$ cat src/hw/soc_periph_pkg.sv
/*
 * soc peripheral subsystem shared types
 * bus widths, address map, register offsets and the APB / register structs
 */
`default_nettype none

package soc_periph_pkg;

  ////////////////////
  // widths
  ////////////////////
  localparam int unsigned APB_ADDR_WIDTH = 32;
  localparam int unsigned APB_DATA_WIDTH = 32;
  // byte offset inside one 256 byte peripheral window
  localparam int unsigned REG_OFFS_WIDTH = 8;
  localparam int unsigned EVNT_WIDTH     = 8;

  // id pushed by the event generator on a timer match
  localparam logic [EVNT_WIDTH-1:0] TIMER_EVENT_ID = 8'd7;

  // peripheral window, taken from paddr[9:8]
  typedef enum logic [1:0] {
    SEL_SOC_CTRL = 2'd0,
    SEL_TIMER    = 2'd1,
    SEL_EVENT    = 2'd2,
    SEL_NONE     = 2'd3
  } periph_sel_e;

  typedef enum logic {
    APB_IDLE   = 1'b0,
    APB_ACCESS = 1'b1
  } apb_state_e;

  ////////////////////
  // register offsets
  ////////////////////
  typedef enum logic [REG_OFFS_WIDTH-1:0] {
    REG_BOOTADDR = 8'h00,
    REG_FETCHEN  = 8'h04
  } soc_ctrl_reg_e;

  typedef enum logic [REG_OFFS_WIDTH-1:0] {
    REG_TMR_CFG = 8'h00,
    REG_TMR_CNT = 8'h04,
    REG_TMR_CMP = 8'h08
  } timer_reg_e;

  typedef enum logic [REG_OFFS_WIDTH-1:0] {
    REG_EVT_SW     = 8'h00,
    REG_EVT_STATUS = 8'h04
  } event_reg_e;

  typedef struct packed {
    logic [APB_ADDR_WIDTH-1:0] paddr;
    logic [APB_DATA_WIDTH-1:0] pwdata;
    logic                      pwrite;
    logic                      psel;
    logic                      penable;
  } apb_req_t;

  typedef struct packed {
    logic [APB_DATA_WIDTH-1:0] prdata;
    logic                      pready;
    logic                      pslverr;
  } apb_rsp_t;

  // single cycle register access toward one peripheral
  typedef struct packed {
    logic                      wr;
    logic                      rd;
    logic [REG_OFFS_WIDTH-1:0] offs;
    logic [APB_DATA_WIDTH-1:0] wdata;
  } reg_req_t;

  typedef struct packed {
    logic [APB_DATA_WIDTH-1:0] rdata;
    logic                      err;
  } reg_rsp_t;

endpackage

`default_nettype wire
$ cat src/hw/soc_periph_top.sv
/*
 * peripheral subsystem top level
 * APB decoder with SoC control, timer and event generator behind it
 */
`timescale 1ns/1ps
`default_nettype none

module soc_periph_top #(
  parameter logic [31:0] BOOT_ADDR_DEFAULT = 32'h1A00_0080,
  parameter logic [31:0] ROM_BOOT_ADDR     = 32'h1A00_0000
) (
  input  logic                                  clk_i,
  input  logic                                  rst_n_i,
  input  logic                                  ref_clk_i,
  input  soc_periph_pkg::apb_req_t              apb_req_i,
  output soc_periph_pkg::apb_rsp_t              apb_rsp_o,
  input  logic                                  stoptimer_i,
  input  logic                                  bootsel_i,
  input  logic                                  fc_fetch_en_valid_i,
  input  logic                                  fc_fetch_en_i,
  output logic [31:0]                           fc_bootaddr_o,
  output logic                                  fc_fetchen_o,
  output logic                                  fc_event_valid_o,
  output logic [soc_periph_pkg::EVNT_WIDTH-1:0] fc_event_data_o,
  input  logic                                  fc_event_ready_i
);

  // per window register ports
  soc_periph_pkg::reg_req_t ctrl_req, tmr_req, evt_req;
  soc_periph_pkg::reg_rsp_t ctrl_rsp, tmr_rsp, evt_rsp;
  // timer compare pulse into the event FIFO
  logic                     tmr_match;

  ////////////////////
  // bus front end
  ////////////////////
  periph_apb_decode i_apb_decode (
    .clk_i      (clk_i),
    .rst_n_i    (rst_n_i),
    .apb_req_i  (apb_req_i),
    .apb_rsp_o  (apb_rsp_o),
    .ctrl_req_o (ctrl_req),
    .tmr_req_o  (tmr_req),
    .evt_req_o  (evt_req),
    .ctrl_rsp_i (ctrl_rsp),
    .tmr_rsp_i  (tmr_rsp),
    .evt_rsp_i  (evt_rsp)
  );

  ////////////////////
  // peripherals
  ////////////////////
  soc_ctrl_regs #(
    .BOOT_ADDR_DEFAULT (BOOT_ADDR_DEFAULT),
    .ROM_BOOT_ADDR     (ROM_BOOT_ADDR)
  ) i_soc_ctrl (
    .clk_i               (clk_i),
    .rst_n_i             (rst_n_i),
    .req_i               (ctrl_req),
    .rsp_o               (ctrl_rsp),
    .bootsel_i           (bootsel_i),
    .fc_fetch_en_valid_i (fc_fetch_en_valid_i),
    .fc_fetch_en_i       (fc_fetch_en_i),
    .fc_bootaddr_o       (fc_bootaddr_o),
    .fc_fetchen_o        (fc_fetchen_o)
  );

  ref_timer_unit i_timer (
    .clk_i       (clk_i),
    .rst_n_i     (rst_n_i),
    .ref_clk_i   (ref_clk_i),
    .stoptimer_i (stoptimer_i),
    .req_i       (tmr_req),
    .rsp_o       (tmr_rsp),
    .tmr_match_o (tmr_match)
  );

  soc_event_gen i_event_gen (
    .clk_i            (clk_i),
    .rst_n_i          (rst_n_i),
    .req_i            (evt_req),
    .rsp_o            (evt_rsp),
    .tmr_match_i      (tmr_match),
    .fc_event_valid_o (fc_event_valid_o),
    .fc_event_data_o  (fc_event_data_o),
    .fc_event_ready_i (fc_event_ready_i)
  );

endmodule

`default_nettype wire

$ cat src/hw/soc_event_gen.sv
/*
 * event generator toward the fabric controller
 * software and timer sources into a 4 entry FIFO, valid/ready output stream
 */
`timescale 1ns/1ps
`default_nettype none

module soc_event_gen (
  input  logic                                  clk_i,
  input  logic                                  rst_n_i,
  input  soc_periph_pkg::reg_req_t              req_i,
  output soc_periph_pkg::reg_rsp_t              rsp_o,
  input  logic                                  tmr_match_i,
  output logic                                  fc_event_valid_o,
  output logic [soc_periph_pkg::EVNT_WIDTH-1:0] fc_event_data_o,
  input  logic                                  fc_event_ready_i
);

  localparam int unsigned EVT_FIFO_DEPTH = 4;
  localparam int unsigned PTR_W          = $clog2(EVT_FIFO_DEPTH);
  localparam int unsigned CNT_W          = $clog2(EVT_FIFO_DEPTH + 1);
  localparam int unsigned EW             = soc_periph_pkg::EVNT_WIDTH;

  logic [EW-1:0]    mem_q [EVT_FIFO_DEPTH];
  logic [PTR_W-1:0] wptr_q;
  logic [PTR_W-1:0] rptr_q;
  logic [CNT_W-1:0] cnt_q;
  logic             ovf_q;
  logic             tmr_pend_q;
  logic             sw_push;
  logic             tmr_push;
  logic             push;
  logic [EW-1:0]    push_data;
  logic             full;
  logic             do_push;
  logic             do_pop;

  ////////////////////
  // event sources
  ////////////////////
  assign sw_push = req_i.wr && (req_i.offs == soc_periph_pkg::REG_EVT_SW);

  // software first, a colliding timer event waits one cycle
  always_ff @(posedge clk_i or negedge rst_n_i) begin
    if (!rst_n_i) begin
      tmr_pend_q <= 1'b0;
    end else begin
      tmr_pend_q <= sw_push & (tmr_match_i | tmr_pend_q);
    end
  end

  assign tmr_push  = ~sw_push & (tmr_match_i | tmr_pend_q);
  assign push      = sw_push | tmr_push;
  assign push_data = sw_push ? req_i.wdata[EW-1:0] : soc_periph_pkg::TIMER_EVENT_ID;

  ////////////////////
  // event FIFO
  ////////////////////
  assign full    = (cnt_q == CNT_W'(EVT_FIFO_DEPTH));
  // pushes into a full FIFO are lost
  assign do_push = push & ~full;
  assign do_pop  = fc_event_valid_o & fc_event_ready_i;

  always_ff @(posedge clk_i or negedge rst_n_i) begin
    if (!rst_n_i) begin
      wptr_q <= '0;
      rptr_q <= '0;
      cnt_q  <= '0;
    end else begin
      if (do_push) wptr_q <= wptr_q + 1'b1;
      if (do_pop)  rptr_q <= rptr_q + 1'b1;
      if (do_push && !do_pop) begin
        cnt_q <= cnt_q + 1'b1;
      end else if (do_pop && !do_push) begin
        cnt_q <= cnt_q - 1'b1;
      end
    end
  end

  // storage
  always_ff @(posedge clk_i) begin
    if (do_push) mem_q[wptr_q] <= push_data;
  end

  // sticky overflow, a new drop wins over the clear
  always_ff @(posedge clk_i or negedge rst_n_i) begin
    if (!rst_n_i) begin
      ovf_q <= 1'b0;
    end else if (push && full) begin
      ovf_q <= 1'b1;
    end else if (req_i.wr && (req_i.offs == soc_periph_pkg::REG_EVT_STATUS) &&
                 req_i.wdata[8]) begin
      ovf_q <= 1'b0;
    end
  end

  // status read, sw event register reads as zero
  always_comb begin
    rsp_o.rdata = '0;
    rsp_o.err   = 1'b0;
    case (req_i.offs)
      soc_periph_pkg::REG_EVT_SW: rsp_o.rdata = '0;
      soc_periph_pkg::REG_EVT_STATUS: begin
        if (req_i.rd) begin
          rsp_o.rdata[2:0] = 3'(cnt_q);
          rsp_o.rdata[8]   = ovf_q;
        end
      end
      default: rsp_o.err = 1'b1;
    endcase
  end

  assign fc_event_valid_o = (cnt_q != '0);
  assign fc_event_data_o  = mem_q[rptr_q];

endmodule

`default_nettype wire

$ cat src/hw/ref_timer_unit.sv
/*
 * 32-bit timer, counts system clock cycles or reference clock rising edges
 * registered match pulse on compare, optional clear on match
 */
`timescale 1ns/1ps
`default_nettype none

module ref_timer_unit (
  input  logic                     clk_i,
  input  logic                     rst_n_i,
  input  logic                     ref_clk_i,
  input  logic                     stoptimer_i,
  input  soc_periph_pkg::reg_req_t req_i,
  output soc_periph_pkg::reg_rsp_t rsp_o,
  output logic                     tmr_match_o
);

  localparam int unsigned DW = soc_periph_pkg::APB_DATA_WIDTH;

  // two sync stages plus one for edge detect
  logic [2:0]    ref_sync_q;
  logic          ref_rise;
  // cfg[0] enable, cfg[1] ref clock ticks, cfg[2] clear on match
  logic [2:0]    cfg_q;
  logic [DW-1:0] cnt_q;
  logic [DW-1:0] cmp_q;
  logic          tick;
  logic          advance;
  logic          hit;
  logic          match_q;

  ////////////////////
  // ref clock edge
  ////////////////////
  always_ff @(posedge clk_i or negedge rst_n_i) begin
    if (!rst_n_i) begin
      ref_sync_q <= '0;
    end else begin
      ref_sync_q <= {ref_sync_q[1:0], ref_clk_i};
    end
  end

  assign ref_rise = ref_sync_q[1] & ~ref_sync_q[2];

  // tick source select
  assign tick    = cfg_q[1] ? ref_rise : 1'b1;
  assign advance = cfg_q[0] & ~stoptimer_i & tick;
  // compare only on a counting step, so a stalled counter gives one pulse
  assign hit     = advance & (cnt_q == cmp_q);

  always_ff @(posedge clk_i or negedge rst_n_i) begin
    if (!rst_n_i) begin
      cfg_q   <= '0;
      cmp_q   <= '0;
      cnt_q   <= '0;
      match_q <= 1'b0;
    end else begin
      match_q <= hit;
      if (req_i.wr && (req_i.offs == soc_periph_pkg::REG_TMR_CFG)) begin
        cfg_q <= req_i.wdata[2:0];
      end
      if (req_i.wr && (req_i.offs == soc_periph_pkg::REG_TMR_CMP)) begin
        cmp_q <= req_i.wdata;
      end
      // bus write to the counter beats counting
      if (req_i.wr && (req_i.offs == soc_periph_pkg::REG_TMR_CNT)) begin
        cnt_q <= req_i.wdata;
      end else if (hit && cfg_q[2]) begin
        cnt_q <= '0;
      end else if (advance) begin
        cnt_q <= cnt_q + 1'b1;
      end
    end
  end

  ////////////////////
  // read back
  ////////////////////
  always_comb begin
    rsp_o.rdata = '0;
    rsp_o.err   = 1'b0;
    case (req_i.offs)
      soc_periph_pkg::REG_TMR_CFG: begin
        if (req_i.rd) rsp_o.rdata[2:0] = cfg_q;
      end
      soc_periph_pkg::REG_TMR_CNT: begin
        if (req_i.rd) rsp_o.rdata = cnt_q;
      end
      soc_periph_pkg::REG_TMR_CMP: begin
        if (req_i.rd) rsp_o.rdata = cmp_q;
      end
      default: rsp_o.err = 1'b1;
    endcase
  end

  assign tmr_match_o = match_q;

endmodule

`default_nettype wire

$ cat src/hw/soc_ctrl_regs.sv
/*
 * SoC control registers
 * fabric controller boot address and fetch enable, with external override
 */
`timescale 1ns/1ps
`default_nettype none

module soc_ctrl_regs #(
  parameter logic [31:0] BOOT_ADDR_DEFAULT = 32'h1A00_0080,
  parameter logic [31:0] ROM_BOOT_ADDR     = 32'h1A00_0000
) (
  input  logic                     clk_i,
  input  logic                     rst_n_i,
  input  soc_periph_pkg::reg_req_t req_i,
  output soc_periph_pkg::reg_rsp_t rsp_o,
  input  logic                     bootsel_i,
  input  logic                     fc_fetch_en_valid_i,
  input  logic                     fc_fetch_en_i,
  output logic [31:0]              fc_bootaddr_o,
  output logic                     fc_fetchen_o
);

  logic [soc_periph_pkg::APB_DATA_WIDTH-1:0] bootaddr_q;
  logic                                      fetchen_q;
  logic                                      wr_boot;
  logic                                      wr_fetch;

  assign wr_boot  = req_i.wr && (req_i.offs == soc_periph_pkg::REG_BOOTADDR);
  assign wr_fetch = req_i.wr && (req_i.offs == soc_periph_pkg::REG_FETCHEN);

  // boot address, comes up at the default entry point
  always_ff @(posedge clk_i or negedge rst_n_i) begin
    if (!rst_n_i) begin
      bootaddr_q <= BOOT_ADDR_DEFAULT;
    end else if (wr_boot) begin
      bootaddr_q <= req_i.wdata;
    end
  end

  // fetch enable
  // external valid wins over a same cycle bus write
  always_ff @(posedge clk_i or negedge rst_n_i) begin
    if (!rst_n_i) begin
      fetchen_q <= 1'b0;
    end else if (fc_fetch_en_valid_i) begin
      fetchen_q <= fc_fetch_en_i;
    end else if (wr_fetch) begin
      fetchen_q <= req_i.wdata[0];
    end
  end

  ////////////////////
  // read back
  ////////////////////
  always_comb begin
    rsp_o.rdata = '0;
    rsp_o.err   = 1'b0;
    case (req_i.offs)
      soc_periph_pkg::REG_BOOTADDR: begin
        if (req_i.rd) rsp_o.rdata = bootaddr_q;
      end
      soc_periph_pkg::REG_FETCHEN: begin
        if (req_i.rd) rsp_o.rdata[0] = fetchen_q;
      end
      default: rsp_o.err = 1'b1;
    endcase
  end

  // rom boot strap overrides the programmed address
  assign fc_bootaddr_o = bootsel_i ? ROM_BOOT_ADDR : bootaddr_q;
  assign fc_fetchen_o  = fetchen_q;

endmodule

`default_nettype wire

$ cat src/hw/periph_apb_decode.sv
/*
 * APB slave front end of the peripheral subsystem
 * tracks setup / access phases, selects one peripheral and muxes its response
 */
`timescale 1ns/1ps
`default_nettype none

module periph_apb_decode (
  input  logic                     clk_i,
  input  logic                     rst_n_i,
  input  soc_periph_pkg::apb_req_t apb_req_i,
  output soc_periph_pkg::apb_rsp_t apb_rsp_o,
  output soc_periph_pkg::reg_req_t ctrl_req_o,
  output soc_periph_pkg::reg_req_t tmr_req_o,
  output soc_periph_pkg::reg_req_t evt_req_o,
  input  soc_periph_pkg::reg_rsp_t ctrl_rsp_i,
  input  soc_periph_pkg::reg_rsp_t tmr_rsp_i,
  input  soc_periph_pkg::reg_rsp_t evt_rsp_i
);

  soc_periph_pkg::apb_state_e  state_q;
  soc_periph_pkg::periph_sel_e sel;
  soc_periph_pkg::reg_rsp_t    sel_rsp;
  logic                        access;

  // one strobe per access, offset and data shared by all windows
  function automatic soc_periph_pkg::reg_req_t build_req(
    input logic                     hit,
    input soc_periph_pkg::apb_req_t req
  );
    soc_periph_pkg::reg_req_t r;
    r.wr    = hit & req.pwrite;
    r.rd    = hit & ~req.pwrite;
    r.offs  = req.paddr[soc_periph_pkg::REG_OFFS_WIDTH-1:0];
    r.wdata = req.pwdata;
    return r;
  endfunction

  ////////////////////
  // phase tracking
  ////////////////////
  // setup seen -> next cycle is the access phase
  always_ff @(posedge clk_i or negedge rst_n_i) begin
    if (!rst_n_i) begin
      state_q <= soc_periph_pkg::APB_IDLE;
    end else if (apb_req_i.psel && !apb_req_i.penable) begin
      state_q <= soc_periph_pkg::APB_ACCESS;
    end else begin
      state_q <= soc_periph_pkg::APB_IDLE;
    end
  end

  assign access = (state_q == soc_periph_pkg::APB_ACCESS) &&
                  apb_req_i.psel && apb_req_i.penable;

  // window select from paddr[9:8]
  assign sel = soc_periph_pkg::periph_sel_e'(apb_req_i.paddr[9:8]);

  assign ctrl_req_o = build_req(access && (sel == soc_periph_pkg::SEL_SOC_CTRL), apb_req_i);
  assign tmr_req_o  = build_req(access && (sel == soc_periph_pkg::SEL_TIMER), apb_req_i);
  assign evt_req_o  = build_req(access && (sel == soc_periph_pkg::SEL_EVENT), apb_req_i);

  ////////////////////
  // response mux
  ////////////////////
  always_comb begin
    case (sel)
      soc_periph_pkg::SEL_SOC_CTRL: sel_rsp = ctrl_rsp_i;
      soc_periph_pkg::SEL_TIMER:    sel_rsp = tmr_rsp_i;
      soc_periph_pkg::SEL_EVENT:    sel_rsp = evt_rsp_i;
      default: begin
        // hole in the map, zero data and error
        sel_rsp.rdata = '0;
        sel_rsp.err   = 1'b1;
      end
    endcase
  end

  // no wait states
  assign apb_rsp_o.prdata  = sel_rsp.rdata;
  assign apb_rsp_o.pready  = access;
  assign apb_rsp_o.pslverr = access & sel_rsp.err;

endmodule

`default_nettype wire

$ cat config.mk
export PLATFORM = sky130hd
export DESIGN_NAME = soc_periph_top
export DESIGN_NICKNAME = d
export VERILOG_FILES = /design/src/hw/soc_periph_pkg.sv /design/src/hw/soc_periph_top.sv /design/src/hw/soc_event_gen.sv /design/src/hw/ref_timer_unit.sv /design/src/hw/soc_ctrl_regs.sv /design/src/hw/periph_apb_decode.sv
export SDC_FILE = /design/constraint.sdc
export NUM_CORES = 1
export LEC_CHECK = 0
export BUFFER_PORTS_ARGS = -buffer_cell sky130_fd_sc_hd__buf_4
export CORE_AREA = 2 2 108 189
export DETAILED_ROUTE_END_ITERATION = 10
export DIE_AREA = 0 0 110 191
export PLACE_DENSITY = 0.71
export REMOVE_ABC_BUFFERS = 1
export SETUP_SLACK_MARGIN = 0.15
export SLEW_MARGIN = 20
export SYNTH_ARGS = -nofsm -noshare
export SYNTH_HDL_FRONTEND = slang
export SYNTH_HIERARCHICAL = 1
export SYNTH_SLANG_ARGS = --single-unit
$ cat constraint.sdc
create_clock -name clk_i -period 2.7 [get_ports clk_i]
set_input_delay 0.27 -clock clk_i [delete_from_list [all_inputs] [get_ports clk_i]]
set_output_delay 0.27 -clock clk_i [all_outputs]
set_load 0.05 [all_outputs]
## Yosys cells after proc, flatten, opt, wreduce, memory -nomap -nowiden

Memories as Yosys holds them, arrays and structs flattened.
Index checks and enable logic that the tools add are counted.

- Register bits after elaboration: 114
- Memory bits (writable): 32
- Memories kept: 1

- Add/sub/neg operators: 5
- Equal/unequal tests: 6
- Multiplexer cells: 31
- Bitwise logic cells: 22
- Reduce and logical (&&, ||, !) cells: 30

Memory list:

| name | depth | bits a word | rd ports | clocked after Yosys merged registers in | write ports | line | source |
|---|---|---|---|---|---|---|---|
| i_event_gen.mem_q | 4 | 8 | 1 | 0 | 1 | soc_event_gen.sv:24 | `logic [EW-1:0] mem_q [EVT_FIFO_DEPTH];` |

Operators with widths:

| kind | number |
|---|---|
| two-way mux 32 bit | 7 |
| case mux 33 bit (3 select lines) | 1 |
| case mux 29 bit (2 select lines) | 1 |
| adder 32 x 1 -> 32 bit (second input constant) | 1 |
| equality test 32 bit | 1 |
| two-way mux 31 bit | 1 |
| logical AND 1 bit | 18 |
| bitwise AND 1 bit | 15 |
| two-way mux 3 bit | 5 |
| two-way mux 1 bit | 13 |
| case mux 3 bit (3 select lines) | 1 |
| equality test 8 x 3 -> 1 bit (second input constant) | 1 |
| equality test 8 x 4 -> 1 bit (second input constant) | 1 |
| logical NOT 8 bit | 1 |
| two-way mux 8 bit | 1 |
| nonzero test 2 bit | 3 |
| nonzero test 3 bit | 2 |
| inverter 1 bit | 5 |
| adder 2 x 1 -> 2 bit (second input constant) | 2 |
| adder 3 x 1 -> 3 bit (second input constant) | 1 |
| equality test 3 bit (second input constant) | 1 |
| logical NOT 1 bit | 3 |
| OR reduction 3 bit | 1 |
| subtractor 3 x 1 -> 3 bit (second input constant) | 1 |
| 6 further kinds | 7 |

## Longest topological paths before layout

Gate-level depths: netlist (run 1).

- Depth after elaboration: 13
- Gate-level depth with buffers: 12

## Hierarchy

Netlist (run 1), hierarchy kept.

Modules (own cells, without submodules):

| module | times used | cells each | area an instance (µm²) | seq. area each (µm²) |
|---|---|---|---|---|
| ref_timer_unit | 1 | 436 | 4296.6 | 1776.7 |
| soc_event_gen | 1 | 152 | 2109.5 | 1186.1 |
| soc_ctrl_regs | 1 | 150 | 1888.1 | 830.8 |
| periph_apb_decode | 1 | 213 | 1710.4 | 25.0 |

## Worst setup path before layout (run 1)

Ideal clock, no wire load.

- Path type: input-to-output
- Start point: input port apb_req_i[40] (netlist name)
- End point: output port apb_rsp_o[11] (netlist name)
- Data arrival time: 2.728 ns
- Required time: 2.430 ns
- Path slack: -0.298 ns
- Stages on the path: 10
- Path through: buf_4 > nor4_1 > nand2_1 > nor3b_1 > clkbuf_1 > clkbuf_1 > a22oi_1 > nor2b_1 > mux2i_1 > o2bb2ai_1

RTL lines:

| item | line | source |
|---|---|---|
| start, declared | soc_periph_top.sv:15 | `input soc_periph_pkg::apb_req_t apb_req_i,` |
| end, declared | soc_periph_top.sv:16 | `output soc_periph_pkg::apb_rsp_t apb_rsp_o,` |

==> results.sh, run 1 <==
export IMPL_gp_congestion=0.876
export IMPL_seq_area_mm2=0.00382
export IMPL_clock_power_share=0.465
export IMPL_cts_tree="built"
export IMPL_tns_ns=0
export IMPL_first_iter_violations=406
export IMPL_synthCells=928
export IMPL_drive_gt1_frac=0.340
export IMPL_htreeDepth=4
export IMPL_fin_crit_ns=2.57
export IMPL_die_x_um=110
export IMPL_power_density_mw_per_mm2=506
export IMPL_dr_pass1_iters=5
export IMPL_ios=151
export IMPL_core_area_mm2=0.0195
export IMPL_root_buffer="clkbuf_16"
export IMPL_critPathArrivalTime_ns=2.30
export IMPL_finalMaxSlewViolations=0
export IMPL_cts_buffers_inserted=17
export IMPL_reg2regPathDepth=8
export IMPL_drt_total_wl_um=23700
export IMPL_finClkSkew_ns=0.0127
export IMPL_multi_input_area_mm2=0.00490
export IMPL_grt_max_degree=106
export IMPL_drc_errors=0
export IMPL_max_slew_margin_rel=0.590
export IMPL_cts_sinks=146
export IMPL_start_util=0.505
export IMPL_seq_power_share=0.427
export IMPL_cp_required_ns=2.43
export IMPL_power_internal_uw=4220
export IMPL_chipHeight_um=191
export IMPL_critical_path_peak_fanout=14
export IMPL_row_count=68
export IMPL_post_place_cells=1190
export IMPL_clk_pin_slew_ns=0.07
export IMPL_wl_per_cell_um=19.3
export IMPL_r2r_setup_slack_ns=0.26
export IMPL_vdd_drop_max_v=0.000370
export IMPL_leakage_uw=0.00509
export IMPL_place_hpwl_um=17000
export IMPL_tightest_slew_ns=0.615
export IMPL_dieArea_mm2=0.0210
export IMPL_cts_max_path_buffers=2
export IMPL_power_switching_uw=1440
export IMPL_nets=1051
export IMPL_final_util=0.574
export IMPL_vias_per_cell=5.54
export IMPL_area_delta_synth_final_pct=13.8
export IMPL_diodes=0
export IMPL_fmax_ghz=0.389
export IMPL_pwr_share_comb=0.108
export IMPL_critPathKind="flop to output port"
export IMPL_hold_slack_ns=0.0744
export IMPL_critical_path_endpoint_type="output port"
export IMPL_grt_usage=0.232
export IMPL_synth_area_per_cell_um2=10.6
export IMPL_status="completed"
export IMPL_grt_overflow=0
export IMPL_hold_depth=3
export IMPL_ys_warn_count=6
export IMPL_stdcell_count=1227
export IMPL_netlist_area_mm2=0.00983
export IMPL_fin_crit_sh=0.953
export IMPL_power_switching_share=0.255
export IMPL_io_buffers=128
export IMPL_grt_pass1_vias=7110
export IMPL_setup_viol=0
export IMPL_finalHoldViolCount=0
export IMPL_ant_nets=0
export IMPL_n_fill_cell=1672
export IMPL_via_count=6800
export IMPL_startpoint_type="flop"
export IMPL_clk_latency_ns=0.42
export IMPL_rsz0062_at_grt="yes"
export IMPL_antenna_found_initial=0
export IMPL_hp_class="input pin to flop"
export IMPL_max_cap_violations=0
export IMPL_grt_pass1_wl_um=36900
[path summary, 6_finish.rpt]
check / start / to
min reg2reg: i_timer/ref_sync_q[0]$_DFF_PN0_ / i_timer/ref_sync_q[1]$_DFF_PN0_
max reg2reg: i_timer/cnt_q[21]$_DFFE_PN0P_ / i_timer/cnt_q[0]$_DFFE_PN0P_
min: apb_req_i[19] / i_timer/cnt_q[16]$_DFFE_PN0P_
max: i_apb_decode/state_q$_DFF_PN0_ / apb_rsp_o[4]
min in group asynchronous: rst_n_i / i_soc_ctrl/bootaddr_q[30]$_DFFE_PN0P_
max in group asynchronous: rst_n_i / i_event_gen/ovf_q$_DFFE_PN0P_
[worst max-delay path: stages (launching register included)]
cell	delay, ns
dfrtp_1	0.36
nand3_2	0.09
buf_6	0.15
nor4_4	0.16
and4b_2	0.33
buf_8	0.17
and2_4	0.14
mux2i_1	0.06
o2bb2ai_1	0.20
buf_4	0.23
[registers in the layout (all words and copies together) (netlist names), 2 cells and up]
register               cells
i_event_gen/mem_q         32
i_event_gen/wptr_q         2
i_timer/cfg_q              3
i_event_gen/cnt_q          3
i_event_gen/rptr_q         2
i_timer/ref_sync_q         3
i_soc_ctrl/bootaddr_q     32
i_timer/cnt_q             32
i_timer/cmp_q             32
[per-stage QoR]
stage | cell area (um^2) | setup WS (ns) | total power (uW)
after floorplan | 8680 | -1.54 | 2760
after global placement | 10400 | 0.206 | 3060
after detailed placement | 10400 | 0.204 | 3070
after CTS | 11100 | 0.127 | 5700
after global routing | 11200 | -0.0164 | 5870
final | 11200 | 0.126 | 5660
[layout make-up]
class,count,share of cell area
multi-input combinational,608,0.438
sequential,146,0.341
timing repair buffer,178,0.129
clock buffer,17,0.0380
tap,245,0.0274
clock inverter,15,0.0205
inverter,18,0.00604
[timing repair]
| item | in CTS | in global routing |
|---|---|---|
| pin swaps | 6 | 17 |
| setup buffers | 0 | 2 |
| hold buffers | 3 | 0 |
| endpoints found under the setup margin | 31 | 34 |
| gates resized for setup | 8 | 24 |
| endpoints found under the hold margin | 11 | 0 |
[cells in the final DEF, fill, tap and decap left out, drive strengths merged, types with 6 or more instances in the layout]
cell type,count
nand2b,6
and4,9
a21oi,6
o31ai,30
nor4,15
o2bb2ai,32
xnor2,33
conb,28
mux2i,38
and2,39
clkbuf,17
xor2,31
nand3,13
mux2,68
nand2,59
mux4,8
nand4,9
edfxtp,32
a22oi,29
nor3,9
buf,175
nor2,24
dfrtp,110
inv,22
ha,6
nor2b,65
[metal layers]
layer  vias to the layer above  part of all wire  wire (um)  track usage
met5                         -                 0          0            0
met4                         0             0.038        891       0.0949
met3                        56             0.027        629       0.0245
met2                       165              0.57      13500        0.444
met1                      3377              0.37       8700        0.251
li1                       3202                 -          -            -
[power groups by stage]
| stage | clock [uW] | sequential (uW) | combinational, uW |
|---|---|---|---|
| floorplan | 0 | 2430 | 332 |
| global placement | 0 | 2460 | 600 |
| detailed placement | 0 | 2460 | 607 |
| CTS | 2670 | 2420 | 614 |
| global route | 2770 | 2430 | 661 |
| finish | 2630 | 2420 | 610 |
No activity file was read; power rests on OpenSTA's default activity.
==> run 2: changes to the inputs <==
==> constraint.sdc (replaced) <==
create_clock -name clk_i -period 2.7 [get_ports clk_i]
set_input_delay 0.405 -clock clk_i [delete_from_list [all_inputs] [get_ports clk_i]]
set_output_delay 0.405 -clock clk_i [all_outputs]
set_load 0.05 [all_outputs]
==> run 2 against run 1 <==
Compared with the run above: wire length is 7.2% higher; largest cell class unchanged; critical endpoint is now apb_rsp_o[12]; hold slack better by 0.021 ns; highest routed layer unchanged; maximum frequency is 4.2% lower.
==> results.sh, run 2 (synthesis results as in run 1) <==
export IMPL_first_iter_violations=418
export IMPL_wl_per_cell_um=20.5
export IMPL_critical_path_peak_fanout=8
export IMPL_startpoint_type="input pin"
export IMPL_fmax_ghz=0.372
export IMPL_grt_pass1_vias=7220
export IMPL_grt_overflow=0
export IMPL_fin_crit_sh=0.995
export IMPL_layout_common_cells="buf_4 (166), dfrtp_1 (110), nand2_1 (56)"
export IMPL_post_place_cells=1191
export IMPL_clk_pin_slew_ns=0.06
export IMPL_grt_max_degree=46
export IMPL_cts_max_path_buffers=2
export IMPL_vdd_drop_max_v=0.000364
export IMPL_cp_required_ns=2.30
export IMPL_cts_buffers_inserted=17
export IMPL_tightest_slew_ns=0.635
export IMPL_place_hpwl_um=17300
export IMPL_nets=1063
export IMPL_layout_commonest_cell="buf_4"
export IMPL_antenna_found_initial=0
export IMPL_vias_per_cell=5.61
export IMPL_rsz0062_at_grt="yes"
export IMPL_htreeDepth=4
export IMPL_status="completed"
export IMPL_max_cap_violations=0
export IMPL_dieArea_mm2=0.0210
export IMPL_core_area_mm2=0.0195
export IMPL_via_count=6941
export IMPL_grt_pass1_wl_um=38400
export IMPL_hold_slack_ns=0.0954
export IMPL_finClkSkew_ns=0.0110
export IMPL_power_density_mw_per_mm2=505
export IMPL_grt_usage=0.245
export IMPL_ios=151
export IMPL_finalHoldViolCount=0
export IMPL_hp_class="input pin to flop"
export IMPL_clk_latency_ns=0.43
export IMPL_critPathKind="input pin to output port"
export IMPL_total_power_uw=5840
export IMPL_area_delta_synth_final_pct=17.6
export IMPL_chipHeight_um=191
export IMPL_row_count=68
export IMPL_ant_nets=0
export IMPL_drc_errors=0
export IMPL_cts_tree="built"
export IMPL_gp_congestion=0.860
export IMPL_setup_viol=0
export IMPL_diodes=0
export IMPL_critPathArrivalTime_ns=2.28
export IMPL_stdcell_count=1238
export IMPL_finalMaxSlewViolations=0
export IMPL_drt_total_wl_um=25400
export IMPL_max_slew_margin_rel=0.572
export IMPL_root_buffer="clkbuf_16"
export IMPL_leakage_uw=0.00523
export IMPL_io_buffers=128
export IMPL_critical_path_endpoint_type="output port"
export IMPL_start_util=0.505
export IMPL_drive_gt1_frac=0.367
export IMPL_die_x_um=110
export IMPL_fin_crit_ns=2.69
export IMPL_cts_sinks=146
export IMPL_dr_pass1_iters=5
-- run 2: changes by cell type in the layout (fill, tap and decap cells not counted), moves of 5 or more --
| cell | delta |
|---|---|
| a22oi_1 | -12 |
| a22oi_2 | +12 |
| and2_1 | +7 |
| and2_4 | -7 |
| buf_6 | +5 |
| nor2b_1 | -8 |
| nor2b_2 | +6 |
-- run 2: final timing paths --
path                                            startpoint  slack, ns  depth (start not counted)                                    end
setup / recovery                             apb_req_i[41]       0.01                         12                          apb_rsp_o[12]
hold / removal                                   ref_clk_i        0.1                          1        i_timer/ref_sync_q[0]$_DFF_PN0_
setup reg to reg            i_apb_decode/state_q$_DFF_PN0_       0.28                         13       i_event_gen/cnt_q[2]$_DFFE_PN0P_
hold reg to reg            i_timer/ref_sync_q[0]$_DFF_PN0_       0.36                          0        i_timer/ref_sync_q[1]$_DFF_PN0_
max in group asynchronous                          rst_n_i       1.46                          3      i_event_gen/wptr_q[1]$_DFFE_PN0P_
min in group asynchronous                          rst_n_i       0.47                          2  i_soc_ctrl/bootaddr_q[23]$_DFFE_PN0P_
-- run 2: routing by layer --
metal / vias up / part of all wire / global-route usage / wire length [um]
li1: 3218 / - / - / -
met1: 3444 / 0.36 / 0.266 / 9220
met2: 203 / 0.56 / 0.451 / 14200
met3: 76 / 0.034 / 0.0307 / 862
met4: 0 / 0.045 / 0.127 / 1140
met5: - / 0 / 0 / 0
-- run 2: power breakdown --
group / switching (uW) / leakage (uW) / internal [uW]
sequential: 123 / 0.00192 / 2290
clock: 964 / 0.000337 / 1820
combinational: 353 / 0.00298 / 281
total: 1440 / 0.00523 / 4390
-- run 2: per-stage QoR --
stage | util | cell area (um^2) | setup slack, ns | setup TNS, ns
global route | 0.593 | 11600 | -0.105 | -1.40
detailed placement | 0.533 | 10400 | -0.0439 | -0.186
floorplan | - | 8680 | -1.68 | -165.59
finish | 0.593 | 11600 | 0.0132 | 0
global placement | 0.533 | 10400 | -0.0219 | -0.0764
CTS | 0.583 | 11400 | 0.0319 | 0
-- run 2: cell type report --
type                    instances  area (um^2)
fillers                      1601         7920
repair buffers                190         1650
inverters                      18         67.6
well taps                     245          307
clock buffers                  20          468
multi-input cells             608         5030
clock inverters                11          221
flip-flops and latches        146         3820
-- run 2: critical path: stages --
cell       delay (ns)
buf_8            0.10
nor4_4           0.26
buf_4            0.18
nand2_4          0.07
nor3b_4          0.25
buf_6            0.16
buf_12           0.14
a22oi_1          0.11
nor2b_2          0.15
mux2i_1          0.08
o2bb2ai_1        0.15
buf_4            0.22
-- run 2: what timing repair did --
action / in CTS / in global routing
buffers inserted: 5 / 4
cloned: 4 / 2
hold buffers: 1 / 0
resized for setup: 39 / 25
pin swaps: 34 / 29
setup endpoints to repair: 32 / 53
hold endpoints to repair: 29 / 0
